==> src/dbg_pkg.sv <==
package dbg_pkg;

  // widths with a meaning of their own
  typedef logic [6:0]  dmi_addr_t;
  typedef logic [31:0] dmi_data_t;
  typedef logic [31:0] apb_addr_t;
  typedef logic [9:0]  hart_idx_t;

  typedef enum logic [1:0] {
    dmi_nop   = 2'd0,
    dmi_read  = 2'd1,
    dmi_write = 2'd2
  } dmi_op_e;

  typedef struct packed {
    dmi_addr_t addr;
    dmi_op_e   op;
    dmi_data_t data;
  } dmi_req_t;

  // resp code is always zero here
  typedef struct packed {
    dmi_data_t  data;
    logic [1:0] resp;
  } dmi_resp_t;

  typedef struct packed {
    apb_addr_t  paddr;
    logic       psel;
    logic       penable;
    logic       pwrite;
    dmi_data_t  pwdata;
    logic [3:0] pstrb;
  } apb_req_t;

  typedef struct packed {
    dmi_data_t prdata;
    logic      pready;
    logic      pslverr;
  } apb_resp_t;

  // one system bus job and its completion
  typedef struct packed {
    logic      valid;
    logic      write;
    apb_addr_t addr;
    dmi_data_t data;
  } sba_job_t;

  typedef struct packed {
    logic      valid;
    logic      err;
    dmi_data_t rdata;
  } sba_done_t;

  typedef struct packed {
    logic      halted;
    logic      resuming;
    hart_idx_t idx;
  } hart_evt_t;

  // dmi register map
  localparam dmi_addr_t AddrData0      = 7'h04;
  localparam dmi_addr_t AddrDmcontrol  = 7'h10;
  localparam dmi_addr_t AddrDmstatus   = 7'h11;
  localparam dmi_addr_t AddrSbcs       = 7'h38;
  localparam dmi_addr_t AddrSbaddress0 = 7'h39;
  localparam dmi_addr_t AddrSbdata0    = 7'h3c;

  // hart side offsets
  localparam logic [7:0] MemHalted   = 8'h00;
  localparam logic [7:0] MemResuming = 8'h04;
  localparam logic [7:0] MemFlags    = 8'h08;
  localparam logic [7:0] MemData0    = 8'h10;

  localparam logic [3:0] DmVersion = 4'd2;
  localparam logic [2:0] SbAccess32 = 3'd2;

  // dmcontrol fields
  localparam int unsigned DmcDmactive  = 0;
  localparam int unsigned DmcHartselLo = 16;
  localparam int unsigned DmcResumereq = 30;
  localparam int unsigned DmcHaltreq   = 31;

  // dmstatus fields
  localparam int unsigned DmsAnyhalted  = 8;
  localparam int unsigned DmsAllhalted  = 9;
  localparam int unsigned DmsAnyrunning = 10;
  localparam int unsigned DmsAllrunning = 11;

  // sbcs fields
  localparam int unsigned SbcsBusyerror  = 22;
  localparam int unsigned SbcsBusy       = 21;
  localparam int unsigned SbcsReadonaddr = 20;
  localparam int unsigned SbcsAccessLo   = 17;
  localparam int unsigned SbcsReadondata = 15;
  localparam int unsigned SbcsErrorLo    = 12;

endpackage
==> src/debug_system.sv <==
module debug_system import dbg_pkg::*; #(
  parameter int unsigned NrHarts = 4
) (
  input  logic               clk_i,
  input  logic               rst_ni,
  input  dmi_req_t           dmi_req_i,
  input  logic               dmi_req_valid_i,
  output logic               dmi_req_ready_o,
  output dmi_resp_t          dmi_resp_o,
  output logic               dmi_resp_valid_o,
  input  logic               dmi_resp_ready_i,
  output logic [NrHarts-1:0] debug_req_o,
  output apb_req_t           sba_apb_req_o,
  input  apb_resp_t          sba_apb_resp_i,
  input  apb_req_t           hart_apb_req_i,
  output apb_resp_t          hart_apb_resp_o
);

  sba_job_t           sba_job;
  sba_done_t          sba_done;
  hart_evt_t          hart_evt;
  logic               data0_we;
  dmi_data_t          data0_wdata;
  dmi_data_t          data0_rdata;
  hart_idx_t          hartsel;
  logic               haltreq;
  logic               resumereq;
  logic [NrHarts-1:0] resume_flags;
  logic               halted_any;
  logic               halted_all;
  logic               running_any;
  logic               running_all;

  dbg_dmi_ctrl u_dmi_ctrl (
    .clk_i,
    .rst_ni,
    .dmi_req_i,
    .dmi_req_valid_i,
    .dmi_req_ready_o,
    .dmi_resp_o,
    .dmi_resp_valid_o,
    .dmi_resp_ready_i,
    .sba_job_o     (sba_job),
    .sba_done_i    (sba_done),
    .data0_we_o    (data0_we),
    .data0_o       (data0_wdata),
    .data0_i       (data0_rdata),
    .hartsel_o     (hartsel),
    .haltreq_o     (haltreq),
    .resumereq_o   (resumereq),
    .halted_any_i  (halted_any),
    .halted_all_i  (halted_all),
    .running_any_i (running_any),
    .running_all_i (running_all)
  );

  dbg_hart_ctrl #(.NrHarts(NrHarts)) u_hart_ctrl (
    .clk_i,
    .rst_ni,
    .hartsel_i      (hartsel),
    .haltreq_i      (haltreq),
    .resumereq_i    (resumereq),
    .hart_evt_i     (hart_evt),
    .debug_req_o,
    .resume_flags_o (resume_flags),
    .halted_any_o   (halted_any),
    .halted_all_o   (halted_all),
    .running_any_o  (running_any),
    .running_all_o  (running_all)
  );

  // system bus master
  dbg_sba_apb u_sba_apb (
    .clk_i,
    .rst_ni,
    .job_i      (sba_job),
    .done_o     (sba_done),
    .apb_req_o  (sba_apb_req_o),
    .apb_resp_i (sba_apb_resp_i)
  );

  // hart facing slave
  dbg_mem_apb #(.NrHarts(NrHarts)) u_mem_apb (
    .clk_i,
    .rst_ni,
    .apb_req_i      (hart_apb_req_i),
    .apb_resp_o     (hart_apb_resp_o),
    .hart_evt_o     (hart_evt),
    .data0_we_i     (data0_we),
    .data0_i        (data0_wdata),
    .data0_o        (data0_rdata),
    .resume_flags_i (resume_flags)
  );

endmodule

==> src/dbg_mem_apb.sv <==
module dbg_mem_apb import dbg_pkg::*; #(
  parameter int unsigned NrHarts = 4
) (
  input  logic               clk_i,
  input  logic               rst_ni,
  input  apb_req_t           apb_req_i,
  output apb_resp_t          apb_resp_o,
  output hart_evt_t          hart_evt_o,
  input  logic               data0_we_i,
  input  dmi_data_t          data0_i,
  output dmi_data_t          data0_o,
  input  logic [NrHarts-1:0] resume_flags_i
);

  logic [7:0] offset;
  logic       access;
  logic       wr;
  logic       hit_halted;
  logic       hit_resuming;
  logic       hit_flags;
  logic       hit_data0;
  logic       hit;
  dmi_data_t  data0_q;

  assign offset = apb_req_i.paddr[7:0];
  assign access = apb_req_i.psel & apb_req_i.penable;
  assign wr     = access & apb_req_i.pwrite;

  assign hit_halted   = (offset == MemHalted);
  assign hit_resuming = (offset == MemResuming);
  assign hit_flags    = (offset == MemFlags);
  assign hit_data0    = (offset == MemData0);
  assign hit          = hit_halted | hit_resuming | hit_flags | hit_data0;

  // no wait states on the hart side
  assign apb_resp_o.pready  = 1'b1;
  assign apb_resp_o.pslverr = apb_req_i.psel & ~hit;

  always_comb begin
    apb_resp_o.prdata = '0;
    if (hit_flags) begin
      apb_resp_o.prdata = dmi_data_t'(resume_flags_i);
    end else if (hit_data0) begin
      apb_resp_o.prdata = data0_q;
    end
  end

  // hart number comes in the write data
  assign hart_evt_o.halted   = wr & hit_halted;
  assign hart_evt_o.resuming = wr & hit_resuming;
  assign hart_evt_o.idx      = apb_req_i.pwdata[9:0];

  always_ff @(posedge clk_i or negedge rst_ni) begin
    if (!rst_ni) begin
      data0_q <= '0;
    end else if (data0_we_i) begin
      // debugger side wins a same-cycle clash
      data0_q <= data0_i;
    end else if (wr && hit_data0) begin
      data0_q <= apb_req_i.pwdata;
    end
  end

  assign data0_o = data0_q;

endmodule

==> src/dbg_sba_apb.sv <==
module dbg_sba_apb import dbg_pkg::*; (
  input  logic      clk_i,
  input  logic      rst_ni,
  input  sba_job_t  job_i,
  output sba_done_t done_o,
  output apb_req_t  apb_req_o,
  input  apb_resp_t apb_resp_i
);

  typedef enum logic [1:0] {
    st_idle,
    st_setup,
    st_access
  } sba_state_e;

  sba_state_e state_q;
  sba_state_e state_d;
  sba_done_t  done_q;
  apb_addr_t  addr_q;
  dmi_data_t  wdata_q;
  logic       write_q;
  logic       xfer_end;

  // access phase finishes when the slave is ready
  assign xfer_end = (state_q == st_access) & apb_resp_i.pready;

  always_comb begin
    state_d = state_q;
    case (state_q)
      st_idle: begin
        if (job_i.valid) begin
          state_d = st_setup;
        end
      end
      st_setup: begin
        state_d = st_access;
      end
      st_access: begin
        if (apb_resp_i.pready) begin
          state_d = st_idle;
        end
      end
      default: state_d = st_idle;
    endcase
  end

  always_ff @(posedge clk_i or negedge rst_ni) begin
    if (!rst_ni) begin
      state_q <= st_idle;
      done_q  <= '0;
    end else begin
      state_q      <= state_d;
      done_q.valid <= xfer_end;
      if (xfer_end) begin
        done_q.err   <= apb_resp_i.pslverr;
        done_q.rdata <= apb_resp_i.prdata;
      end
    end
  end

  // job fields are held for the whole transfer
  always_ff @(posedge clk_i) begin
    if (state_q == st_idle && job_i.valid) begin
      addr_q  <= job_i.addr;
      wdata_q <= job_i.data;
      write_q <= job_i.write;
    end
  end

  assign apb_req_o.paddr   = addr_q;
  assign apb_req_o.psel    = (state_q != st_idle);
  assign apb_req_o.penable = (state_q == st_access);
  assign apb_req_o.pwrite  = write_q;
  assign apb_req_o.pwdata  = wdata_q;
  assign apb_req_o.pstrb   = 4'hf;

  assign done_o = done_q;

endmodule

==> src/dbg_hart_ctrl.sv <==
module dbg_hart_ctrl import dbg_pkg::*; #(
  parameter int unsigned NrHarts = 4
) (
  input  logic               clk_i,
  input  logic               rst_ni,
  input  hart_idx_t          hartsel_i,
  input  logic               haltreq_i,
  input  logic               resumereq_i,
  input  hart_evt_t          hart_evt_i,
  output logic [NrHarts-1:0] debug_req_o,
  output logic [NrHarts-1:0] resume_flags_o,
  output logic               halted_any_o,
  output logic               halted_all_o,
  output logic               running_any_o,
  output logic               running_all_o
);

  logic [NrHarts-1:0] halted_q;
  logic [NrHarts-1:0] resume_q;
  logic [NrHarts-1:0] sel;
  logic [NrHarts-1:0] halt_evt;
  logic [NrHarts-1:0] resume_evt;

  // out of range hartsel matches no hart
  always_comb begin
    for (int i = 0; i < NrHarts; i++) begin
      sel[i]        = (hartsel_i == hart_idx_t'(i));
      halt_evt[i]   = hart_evt_i.halted & (hart_evt_i.idx == hart_idx_t'(i));
      resume_evt[i] = hart_evt_i.resuming & (hart_evt_i.idx == hart_idx_t'(i));
    end
  end

  // request stays up until the hart reports halted
  assign debug_req_o = {NrHarts{haltreq_i}} & sel & ~halted_q;

  always_ff @(posedge clk_i or negedge rst_ni) begin
    if (!rst_ni) begin
      halted_q <= '0;
      resume_q <= '0;
    end else begin
      for (int i = 0; i < NrHarts; i++) begin
        if (halt_evt[i]) begin
          halted_q[i] <= 1'b1;
        end
        // only a halted hart can be asked to resume
        if (resumereq_i && sel[i] && halted_q[i]) begin
          resume_q[i] <= 1'b1;
        end
        if (resume_evt[i]) begin
          halted_q[i] <= 1'b0;
          resume_q[i] <= 1'b0;
        end
      end
    end
  end

  assign resume_flags_o = resume_q;
  assign halted_any_o   = |halted_q;
  assign halted_all_o   = &halted_q;
  assign running_any_o  = |(~halted_q);
  assign running_all_o  = &(~halted_q);

endmodule

==> src/dbg_dmi_ctrl.sv <==
module dbg_dmi_ctrl import dbg_pkg::*; (
  input  logic      clk_i,
  input  logic      rst_ni,
  input  dmi_req_t  dmi_req_i,
  input  logic      dmi_req_valid_i,
  output logic      dmi_req_ready_o,
  output dmi_resp_t dmi_resp_o,
  output logic      dmi_resp_valid_o,
  input  logic      dmi_resp_ready_i,
  output sba_job_t  sba_job_o,
  input  sba_done_t sba_done_i,
  output logic      data0_we_o,
  output dmi_data_t data0_o,
  input  dmi_data_t data0_i,
  output hart_idx_t hartsel_o,
  output logic      haltreq_o,
  output logic      resumereq_o,
  input  logic      halted_any_i,
  input  logic      halted_all_i,
  input  logic      running_any_i,
  input  logic      running_all_i
);

  logic      init_q;
  logic      resp_valid_q;
  dmi_data_t resp_data_q;
  logic      req_hs;
  logic      wr_en;
  logic      rd_en;
  dmi_data_t rdata;
  dmi_data_t dmcontrol_rd;
  dmi_data_t dmstatus_rd;
  dmi_data_t sbcs_rd;

  logic      dmactive_q;
  logic      haltreq_q;
  logic      resumereq_q;
  hart_idx_t hartsel_q;

  logic      sbbusy_q;
  logic      sbbusyerror_q;
  logic      sbreadonaddr_q;
  logic      sbreadondata_q;
  logic      sb_read_q;
  logic [2:0] sberror_q;
  apb_addr_t sbaddress_q;
  dmi_data_t sbdata_q;

  logic      start_rd_addr;
  logic      start_rd_data;
  logic      start_wr;
  logic      start_any;
  logic      start_ok;

  // ready rises one cycle after reset and drops while a response waits
  assign dmi_req_ready_o = init_q & ~resp_valid_q;
  assign req_hs = dmi_req_valid_i & dmi_req_ready_o;
  assign wr_en  = req_hs & (dmi_req_i.op == dmi_write);
  assign rd_en  = req_hs & (dmi_req_i.op == dmi_read);

  assign dmi_resp_valid_o = resp_valid_q;
  assign dmi_resp_o.data  = resp_data_q;
  assign dmi_resp_o.resp  = 2'b00;

  always_comb begin
    dmcontrol_rd = '0;
    dmcontrol_rd[DmcDmactive] = dmactive_q;
    dmcontrol_rd[DmcHartselLo +: 10] = hartsel_q;
    dmcontrol_rd[DmcHaltreq] = haltreq_q;

    dmstatus_rd = '0;
    dmstatus_rd[3:0] = DmVersion;
    dmstatus_rd[DmsAnyhalted]  = halted_any_i;
    dmstatus_rd[DmsAllhalted]  = halted_all_i;
    dmstatus_rd[DmsAnyrunning] = running_any_i;
    dmstatus_rd[DmsAllrunning] = running_all_i;

    sbcs_rd = '0;
    sbcs_rd[SbcsBusyerror]     = sbbusyerror_q;
    sbcs_rd[SbcsBusy]          = sbbusy_q;
    sbcs_rd[SbcsReadonaddr]    = sbreadonaddr_q;
    sbcs_rd[SbcsAccessLo +: 3] = SbAccess32;
    sbcs_rd[SbcsReadondata]    = sbreadondata_q;
    sbcs_rd[SbcsErrorLo +: 3]  = sberror_q;
  end

  always_comb begin
    case (dmi_req_i.addr)
      AddrData0:      rdata = data0_i;
      AddrDmcontrol:  rdata = dmcontrol_rd;
      AddrDmstatus:   rdata = dmstatus_rd;
      AddrSbcs:       rdata = sbcs_rd;
      AddrSbaddress0: rdata = sbaddress_q;
      AddrSbdata0:    rdata = sbdata_q;
      default:        rdata = '0;
    endcase
  end

  // accesses that would kick off a bus job
  assign start_rd_addr = wr_en & (dmi_req_i.addr == AddrSbaddress0) & sbreadonaddr_q;
  assign start_wr      = wr_en & (dmi_req_i.addr == AddrSbdata0);
  assign start_rd_data = rd_en & (dmi_req_i.addr == AddrSbdata0) & sbreadondata_q;
  assign start_any     = start_rd_addr | start_wr | start_rd_data;
  assign start_ok      = start_any & ~sbbusy_q;

  assign sba_job_o.valid = start_ok;
  assign sba_job_o.write = start_wr;
  assign sba_job_o.addr  = start_rd_addr ? dmi_req_i.data : sbaddress_q;
  assign sba_job_o.data  = dmi_req_i.data;

  assign data0_we_o  = wr_en & (dmi_req_i.addr == AddrData0);
  assign data0_o     = dmi_req_i.data;
  assign hartsel_o   = hartsel_q;
  assign haltreq_o   = haltreq_q;
  assign resumereq_o = resumereq_q;

  always_ff @(posedge clk_i) begin
    if (req_hs) begin
      resp_data_q <= rd_en ? rdata : '0;
    end
  end

  always_ff @(posedge clk_i or negedge rst_ni) begin
    if (!rst_ni) begin
      init_q         <= 1'b0;
      resp_valid_q   <= 1'b0;
      dmactive_q     <= 1'b0;
      haltreq_q      <= 1'b0;
      resumereq_q    <= 1'b0;
      hartsel_q      <= '0;
      sbbusy_q       <= 1'b0;
      sbbusyerror_q  <= 1'b0;
      sbreadonaddr_q <= 1'b0;
      sbreadondata_q <= 1'b0;
      sb_read_q      <= 1'b0;
      sberror_q      <= '0;
      sbaddress_q    <= '0;
      sbdata_q       <= '0;
    end else begin
      init_q <= 1'b1;
      if (req_hs) begin
        resp_valid_q <= 1'b1;
      end else if (dmi_resp_ready_i) begin
        resp_valid_q <= 1'b0;
      end

      // resumereq is issued a cycle late so it sees the new hartsel
      resumereq_q <= 1'b0;
      if (wr_en && dmi_req_i.addr == AddrDmcontrol) begin
        dmactive_q  <= dmi_req_i.data[DmcDmactive];
        hartsel_q   <= dmi_req_i.data[DmcHartselLo +: 10];
        haltreq_q   <= dmi_req_i.data[DmcHaltreq];
        resumereq_q <= dmi_req_i.data[DmcResumereq];
      end

      if (wr_en && dmi_req_i.addr == AddrSbcs) begin
        sbreadonaddr_q <= dmi_req_i.data[SbcsReadonaddr];
        sbreadondata_q <= dmi_req_i.data[SbcsReadondata];
        sberror_q      <= sberror_q & ~dmi_req_i.data[SbcsErrorLo +: 3];
        if (dmi_req_i.data[SbcsBusyerror]) begin
          sbbusyerror_q <= 1'b0;
        end
      end

      // a busy-time write to sbaddress0 that would start a read is dropped
      if (wr_en && dmi_req_i.addr == AddrSbaddress0 && !(start_rd_addr && sbbusy_q)) begin
        sbaddress_q <= dmi_req_i.data;
      end
      if (start_wr && !sbbusy_q) begin
        sbdata_q <= dmi_req_i.data;
      end

      if (start_ok) begin
        sbbusy_q  <= 1'b1;
        sb_read_q <= ~start_wr;
      end else if (start_any) begin
        sbbusyerror_q <= 1'b1;
      end

      if (sba_done_i.valid) begin
        sbbusy_q <= 1'b0;
        if (sba_done_i.err) begin
          sberror_q <= 3'd7;
        end else if (sb_read_q) begin
          sbdata_q <= sba_done_i.rdata;
        end
      end
    end
  end

endmodule

==> config.mk <==
export PLATFORM = sky130hd
export DESIGN_NAME = debug_system
export DESIGN_NICKNAME = d
export VERILOG_FILES = /design/src/dbg_pkg.sv /design/src/debug_system.sv /design/src/dbg_mem_apb.sv /design/src/dbg_sba_apb.sv /design/src/dbg_hart_ctrl.sv /design/src/dbg_dmi_ctrl.sv
export SDC_FILE = /design/constraint.sdc
export NUM_CORES = 1
export LEC_CHECK = 0
export BUFFER_PORTS_ARGS = -buffer_cell sky130_fd_sc_hd__buf_2
export CAP_MARGIN = 20
export CORE_MARGIN = 10
export CORE_UTILIZATION = 58
export DETAILED_ROUTE_END_ITERATION = 8
export GPL_TIMING_DRIVEN = 1
export PLACE_DENSITY = 0.86
export REMOVE_ABC_BUFFERS = 1
export SLEW_MARGIN = 20
export SYNTH_ARGS = -nofsm -noshare
export SYNTH_HDL_FRONTEND = slang
export SYNTH_SLANG_ARGS = --single-unit
==> constraint.sdc <==
create_clock -name clk_i -period 10.9 [get_ports clk_i]
set_clock_uncertainty 0.15 [all_clocks]
set_input_delay 0.545 -clock clk_i [delete_from_list [all_inputs] [get_ports clk_i]]
set_output_delay 0.545 -clock clk_i [all_outputs]
set_load 0.03 [all_outputs]
* Word-level counts from Yosys, hierarchy flattened
Index checks and enable logic that the tools add are counted.
Cells by class: multiply operators 0, add/subtract/negate cells 0, bitwise logic cells 39, mux-type cells 41, shifts and indexed selects 0, reduce and logical (&&, ||, !) cells 39, order comparisons 0, eq/ne operators 21, divide/modulo/power cells 0
Operators by type and width (count):
- 2-to-1 mux 32 bit | 9
- one-hot mux 32 bit (6 select lines) | 1
- equality test 10 x 2 -> 1 bit (second input constant) | 4
- bitwise AND 1 bit | 25
- 2-to-1 mux 1 bit | 25
- nonzero test 2 bit | 12
- equality test 7 x 6 -> 1 bit (second input constant) | 3
- equality test 10 x 1 -> 1 bit (second input constant) | 2
- logical NOT 10 bit | 2
- logical AND 1 bit | 16
- equality test 7 x 5 -> 1 bit (second input constant) | 2
- 2-to-1 mux 3 bit | 3
- bitwise AND 4 bit | 2
- equality test 8 x 3 -> 1 bit (second input constant) | 1
- equality test 8 x 4 -> 1 bit (second input constant) | 1
- equality test 8 x 5 -> 1 bit (second input constant) | 1
- logical NOT 8 bit | 1
- AND reduction 4 bit | 2
- OR reduction 4 bit | 2
- equality test 7 x 3 -> 1 bit (second input constant) | 1
- one-hot mux 2 bit (3 select lines) | 1
- OR 1 bit | 5
- equality test 2 x 1 -> 1 bit (second input constant) | 2
- equality test 2 bit (second input constant) | 2
- 10 further kinds | 15
Storage, ports and cells: output and inout port bits 145, ROM bits 0, register bits 260, RAM bits 0, memories 0, latch bits 0, word-level logic and storage cells 171

* Depth between registers and ports, before layout
word-level depth 11, depth in mapped cells 7, depth with buffers taken out 5

* Cells and area by module
A second synthesis with hierarchy kept.
Unflattened totals: cells, all modules 1028, area total of the unflattened synthesis 13035.0 um2
Modules (own cells, without submodules):
- dbg_dmi_ctrl | instances 1, area an instance 6777.8 um2, cells an instance 585
- dbg_sba_apb | instances 1, area an instance 3472.1 um2, cells an instance 152
- dbg_mem_apb | instances 1, area an instance 2282.2 um2, cells an instance 242
- dbg_hart_ctrl | instances 1, area an instance 503.0 um2, cells an instance 49

* Least setup slack after synthesis
OpenSTA, ideal clock, no wires.
path kind register -> register, from register u_dmi_ctrl.resp_valid_q (netlist: u_dmi_ctrl.dmi_resp_valid_o), to register u_sba_apb.addr_q[0], enable pin, period minus slack after synthesis 6856 ps, setup slack 4044 ps, data arrival time 6138 ps, setup time 568 ps, cell stages (with the launch flop) 6, path through dfrtp_1 -> nand3b_1 -> inv_2 -> and4_1 -> o21ai_1 -> nor3_1
On the way: cells in the longest elaborated chain, start to end 10, elaborated cells between the ends (all ways) 14
RTL lines:
- start, declared | RTL line dbg_dmi_ctrl.sv:25 | logic resp_valid_q;
- start signal, assigned | RTL line dbg_dmi_ctrl.sv:126 | resp_valid_q <= 1'b0;
- start signal, assigned | RTL line dbg_dmi_ctrl.sv:142 | resp_valid_q <= 1'b1;
- start signal, assigned | RTL line dbg_dmi_ctrl.sv:144 | resp_valid_q <= 1'b0;
- NOT 1 bit (*) | RTL line dbg_dmi_ctrl.sv:56 | assign dmi_req_ready_o = init_q & ~resp_valid_q;
- bitwise AND 1 bit (*) | RTL line dbg_dmi_ctrl.sv:56
- bitwise AND 1 bit (*) | RTL line dbg_dmi_ctrl.sv:57 | assign req_hs = dmi_req_valid_i & dmi_req_ready_o;
- via u_dmi_ctrl.req_hs | RTL line dbg_dmi_ctrl.sv:27 | logic req_hs;
- bitwise AND 1 bit | RTL line dbg_dmi_ctrl.sv:58 | assign wr_en = req_hs & (dmi_req_i.op == dmi_write);
- bitwise AND 1 bit (2 in a row) | RTL line dbg_dmi_ctrl.sv:100 | assign start_rd_addr = wr_en & (dmi_req_i.addr == AddrSbaddress0) & sbreadonaddr_q;
- OR 1 bit | RTL line dbg_dmi_ctrl.sv:103 | assign start_any = start_rd_addr | start_wr | start_rd_data;
- OR 1 bit (*) | RTL line dbg_dmi_ctrl.sv:103
- bitwise AND 1 bit (*) | RTL line dbg_dmi_ctrl.sv:104 | assign start_ok = start_any & ~sbbusy_q;
- logical AND 1 bit (*) | RTL line dbg_sba_apb.sv:63 | if (state_q == st_idle && job_i.valid) begin
- end signal, assigned | RTL line dbg_sba_apb.sv:64 | addr_q <= job_i.addr;
- end, declared | RTL line dbg_sba_apb.sv:19 | apb_addr_t addr_q;
The timed path passes the listed nets; every way through them passes the cells marked *. A chain may end at the register's enable or synchronous reset.

* Worst setup path after layout
from register u_dmi_ctrl.resp_valid_q (netlist: u_dmi_ctrl.dmi_resp_valid_o), to register u_dmi_ctrl.sbaddress_q[18]
On the way: cells in the longest elaborated chain, start to end 9, elaborated cells between the ends (all ways) 10
RTL lines:
- NOT 1 bit (*) | RTL line dbg_dmi_ctrl.sv:56
- bitwise AND 1 bit (*) | RTL line dbg_dmi_ctrl.sv:56
- bitwise AND 1 bit (*) | RTL line dbg_dmi_ctrl.sv:57
- via u_dmi_ctrl.req_hs | RTL line dbg_dmi_ctrl.sv:27
- bitwise AND 1 bit (*) | RTL line dbg_dmi_ctrl.sv:58
- bitwise AND 1 bit (2 in a row) | RTL line dbg_dmi_ctrl.sv:100
- logical AND 1 bit | RTL line dbg_dmi_ctrl.sv:166 | if (wr_en && dmi_req_i.addr == AddrSbaddress0 && !(start_rd_addr && sbbusy_q)) begin
- logical NOT 1 bit | RTL line dbg_dmi_ctrl.sv:166
- logical AND 1 bit (*) | RTL line dbg_dmi_ctrl.sv:166
- end signal, assigned | RTL line dbg_dmi_ctrl.sv:167 | sbaddress_q <= dmi_req_i.data;
- end, declared | RTL line dbg_dmi_ctrl.sv:46 | apb_addr_t sbaddress_q;
Marked as above.

==> results_dict.tcl <==
set metrics [dict create \
    synth-warning-count 0 \
    grt.overflow.total 0 \
    cts_tree "yes" \
    cts-root-buf "clkbuf_16" \
    numCtsBuffers 27 \
    cts_sinks 260 \
    grt_pass1_wl_um 52800 \
    max-cap-violations 0 \
    finalHoldViolCount 0 \
    worstMarginPinSlew_ps 1220 \
    final_cells 1484 \
    rsz0062_at_grt "false" \
    path_max_fanout 37 \
    yosysUniqueCellTypes 64 \
    die_area_um2 26200 \
    dp_hpwl_um 22800 \
    drc_errors 0 \
    tns_ps 0 \
    path_clk_slew_ps 60 \
    yosysTopAreaCell "dfrtp_1" \
    cp.arrival_ps 4380 \
    drv_slew 0 \
    htreeDepth 1 \
    wire_per_inst_um 23.3 \
    peakVddDrop_mv 0.128 \
    rows 51 \
    hold_ws_ps 57.9 \
    drive_above_1_share_pct 33.0 \
    hold_class "input pin to register" \
    yosys-top-cells-area "dfrtp_1 35%, edfxtp_1 25%, mux2_1 5.4%" \
    num_io_pins 295 \
    netlist_area_um2 11700 \
    yosysSeqAreaShare_pct 59.9 \
    antenna_found_initial 1 \
    area.growth.synth_to_final_pct 20.7 \
    core_area_um2 19700 \
    die_w_um 162 \
    clock_latency_ps 530 \
    relSlewSlack_pct 17.8 \
    totalWireLength_um 34600 \
    cts-resized-gates 0 \
    grt_max_degree 89 \
    period_share_pct 37.8 \
    layout_min_cycle_time_ps 4120 \
    ys_seq_elements 260 \
    drt-pass1-iter-count 5 \
    start_util_pct 59.4 \
    grt_util_all_layers_pct 25.4 \
    async_reset_ff_share_pct 62.7 \
    status "finished clean" \
    die_h_um 162 \
    io_buffers 259 \
    first_global_vias 9238 \
    fmax_ghz 0.243 \
    nets 1347 \
    setup_viol 0 \
    detail-route-antenna-nets 0 \
    yosys_most_used_dff "dfrtp_1" \
    crit_required_ps 11160 \
    syn_inst 950 \
    p_leak_nw 6.17 \
    postSynthAreaPerCell_um2 12.3 \
    yosysTopAreaCellShare_pct 34.9 \
    p_per_area_nw_per_um2 149 \
    setup.worst_path.start_class "register" \
    clock_path_buffers 3 \
    postCtsSetupRepairBufs 0 \
    dp_cells 1432 \
    drt_iter0_markers 738 \
    synth_edf_count 97 \
    vias 8905 \
    endpoint_kind "register" \
    via_per_inst 6.00 \
    gp_congestion 0.897 \
    crit_type "register to register" \
]
==> registers in the layout, indices dropped and copies added, names as in the netlist, 10 cells and up <==
register and flops:
u_dmi_ctrl.hartsel_o 10, u_sba_apb.wdata_q 32, u_mem_apb.data0_o 32, u_dmi_ctrl.resp_data_q 32, u_sba_apb.done_o 34, u_sba_apb.addr_q 32, u_dmi_ctrl.sbdata_q 32, u_dmi_ctrl.sbaddress_q 32
==> worst paths after layout <==
path | from | endpoint | slack [ps] | depth (start not counted)
min in group asynchronous | rst_ni | u_sba_apb.done_o[13] | 500 | 2
worst max-delay path | u_dmi_ctrl.dmi_resp_valid_o | u_dmi_ctrl.sbaddress_q[18] | 6780 | 6
worst max register to register | u_dmi_ctrl.dmi_resp_valid_o | u_dmi_ctrl.sbaddress_q[18] | 6780 | 6
worst min-delay path | dmi_resp_ready_i | u_dmi_ctrl.dmi_resp_valid_o | 60 | 2
worst min register to register | u_dmi_ctrl.sbbusyerror_q | u_dmi_ctrl.sbbusyerror_q | 360 | 1
max in group asynchronous | rst_ni | u_sba_apb.done_o[8] | 8600 | 3
==> cell usage in the layout (no fill, tap or decap), drive strengths merged, types with 7 or more instances in the layout <==
cell type and count:
buf 274, and2 36, a21oi 57, a22oi 30, o21ai 9, a31oi 31, nand2 84, conb 8
nor2b 8, dfrtp 163, nor2 97, inv 18, mux2 112, clkbuf 35, mux2i 44, a22o 27
nor4 15, clkinv 8, a41oi 7, edfxtp 97
==> layout make-up <==
type / count / area (um^2)
well taps: 265 / 332
repair buffers: 275 / 1430
diodes: 1 / 2.50
clock inverters: 15 / 188
inverters: 16 / 60.1
flip-flops and latches: 260 / 6990
clock buffers: 35 / 737
fillers: 1364 / 5550
multi-input cells: 617 / 4370
==> where the power goes <==
part	internal, W	switching [W]	leakage [nW]
clock	0.000574	0.000387	0.458
combinational	0.0000353	0.0000769	2.84
sequential	0.00103	0.00000789	2.87
total	0.00164	0.000472	6.17
==> worst max-delay path: stages (launching register included) <==
cell      delay [ps]
dfrtp_1          400
nand3b_1         340
inv_2            880
nand3_1          460
a211oi_4         880
buf_4            490
mux2_1           370
==> stage by stage <==
| stage | utilization [%] | setup slack [ps] | area (um^2) | power [W] |
|---|---|---|---|---|
| 4_1_cts | 71.7 | 6830 | 14100 | 0.00211 |
| 6_report | 71.8 | 6780 | 14100 | 0.00211 |
| 3_3_place_gp | 67.0 | 6760 | 13200 | 0.00116 |
| 5_1_grt | 71.7 | 6620 | 14100 | 0.00216 |
| 3_5_place_dp | 67.0 | 6720 | 13200 | 0.00116 |
| 2_1_floorplan | - | 3380 | 11400 | 0.00109 |
==> synth_stat cells (all sizes together), types with 3 or more instances <==
master / instances
a21oi: 57
a22o: 27
a22oi: 30
a31oi: 31
a41oi: 7
and2: 36
buf: 33
clkbuf: 30
dfrtp: 163
edfxtp: 97
inv: 16
mux2: 112
mux2i: 44
nand2: 84
nand3: 5
nor2: 97
nor2b: 8
nor3: 5
nor3b: 3
nor4: 15
o21ai: 9
or3: 5
or3b: 4
or4: 4
==> per-layer routing <==
metal	vias to the layer above	part of all wire [%]	track usage [%]
met3	87	8.4	5.23
met4	0	2.9	8.40
met5	-	0	0
li1	3941	-	-
met1	4402	39	31.3
met2	475	50	43.9
==> logic make-up after synthesis <==
family | count (synthesis) | synth area share [%]
AOI/OAI and AO/OA | 171 | 9.70
xor gates and xnor gates | 1 | 0.0750
adders and majority gates | 1 | 0.0857
buffers and inverters | 79 | 3.52
DFF | 260 | 59.9
muxes | 156 | 14.6
other | 2 | 0.0643
and+or+nand+nor | 280 | 12.1
==> repair_timing <==
action                                  CTS  global route
endpoints found under the hold margin    87             0
hold buffers                              1             0
endpoints found under the setup margin    0             0
Note: power is estimated with default switching activity, not from simulation.
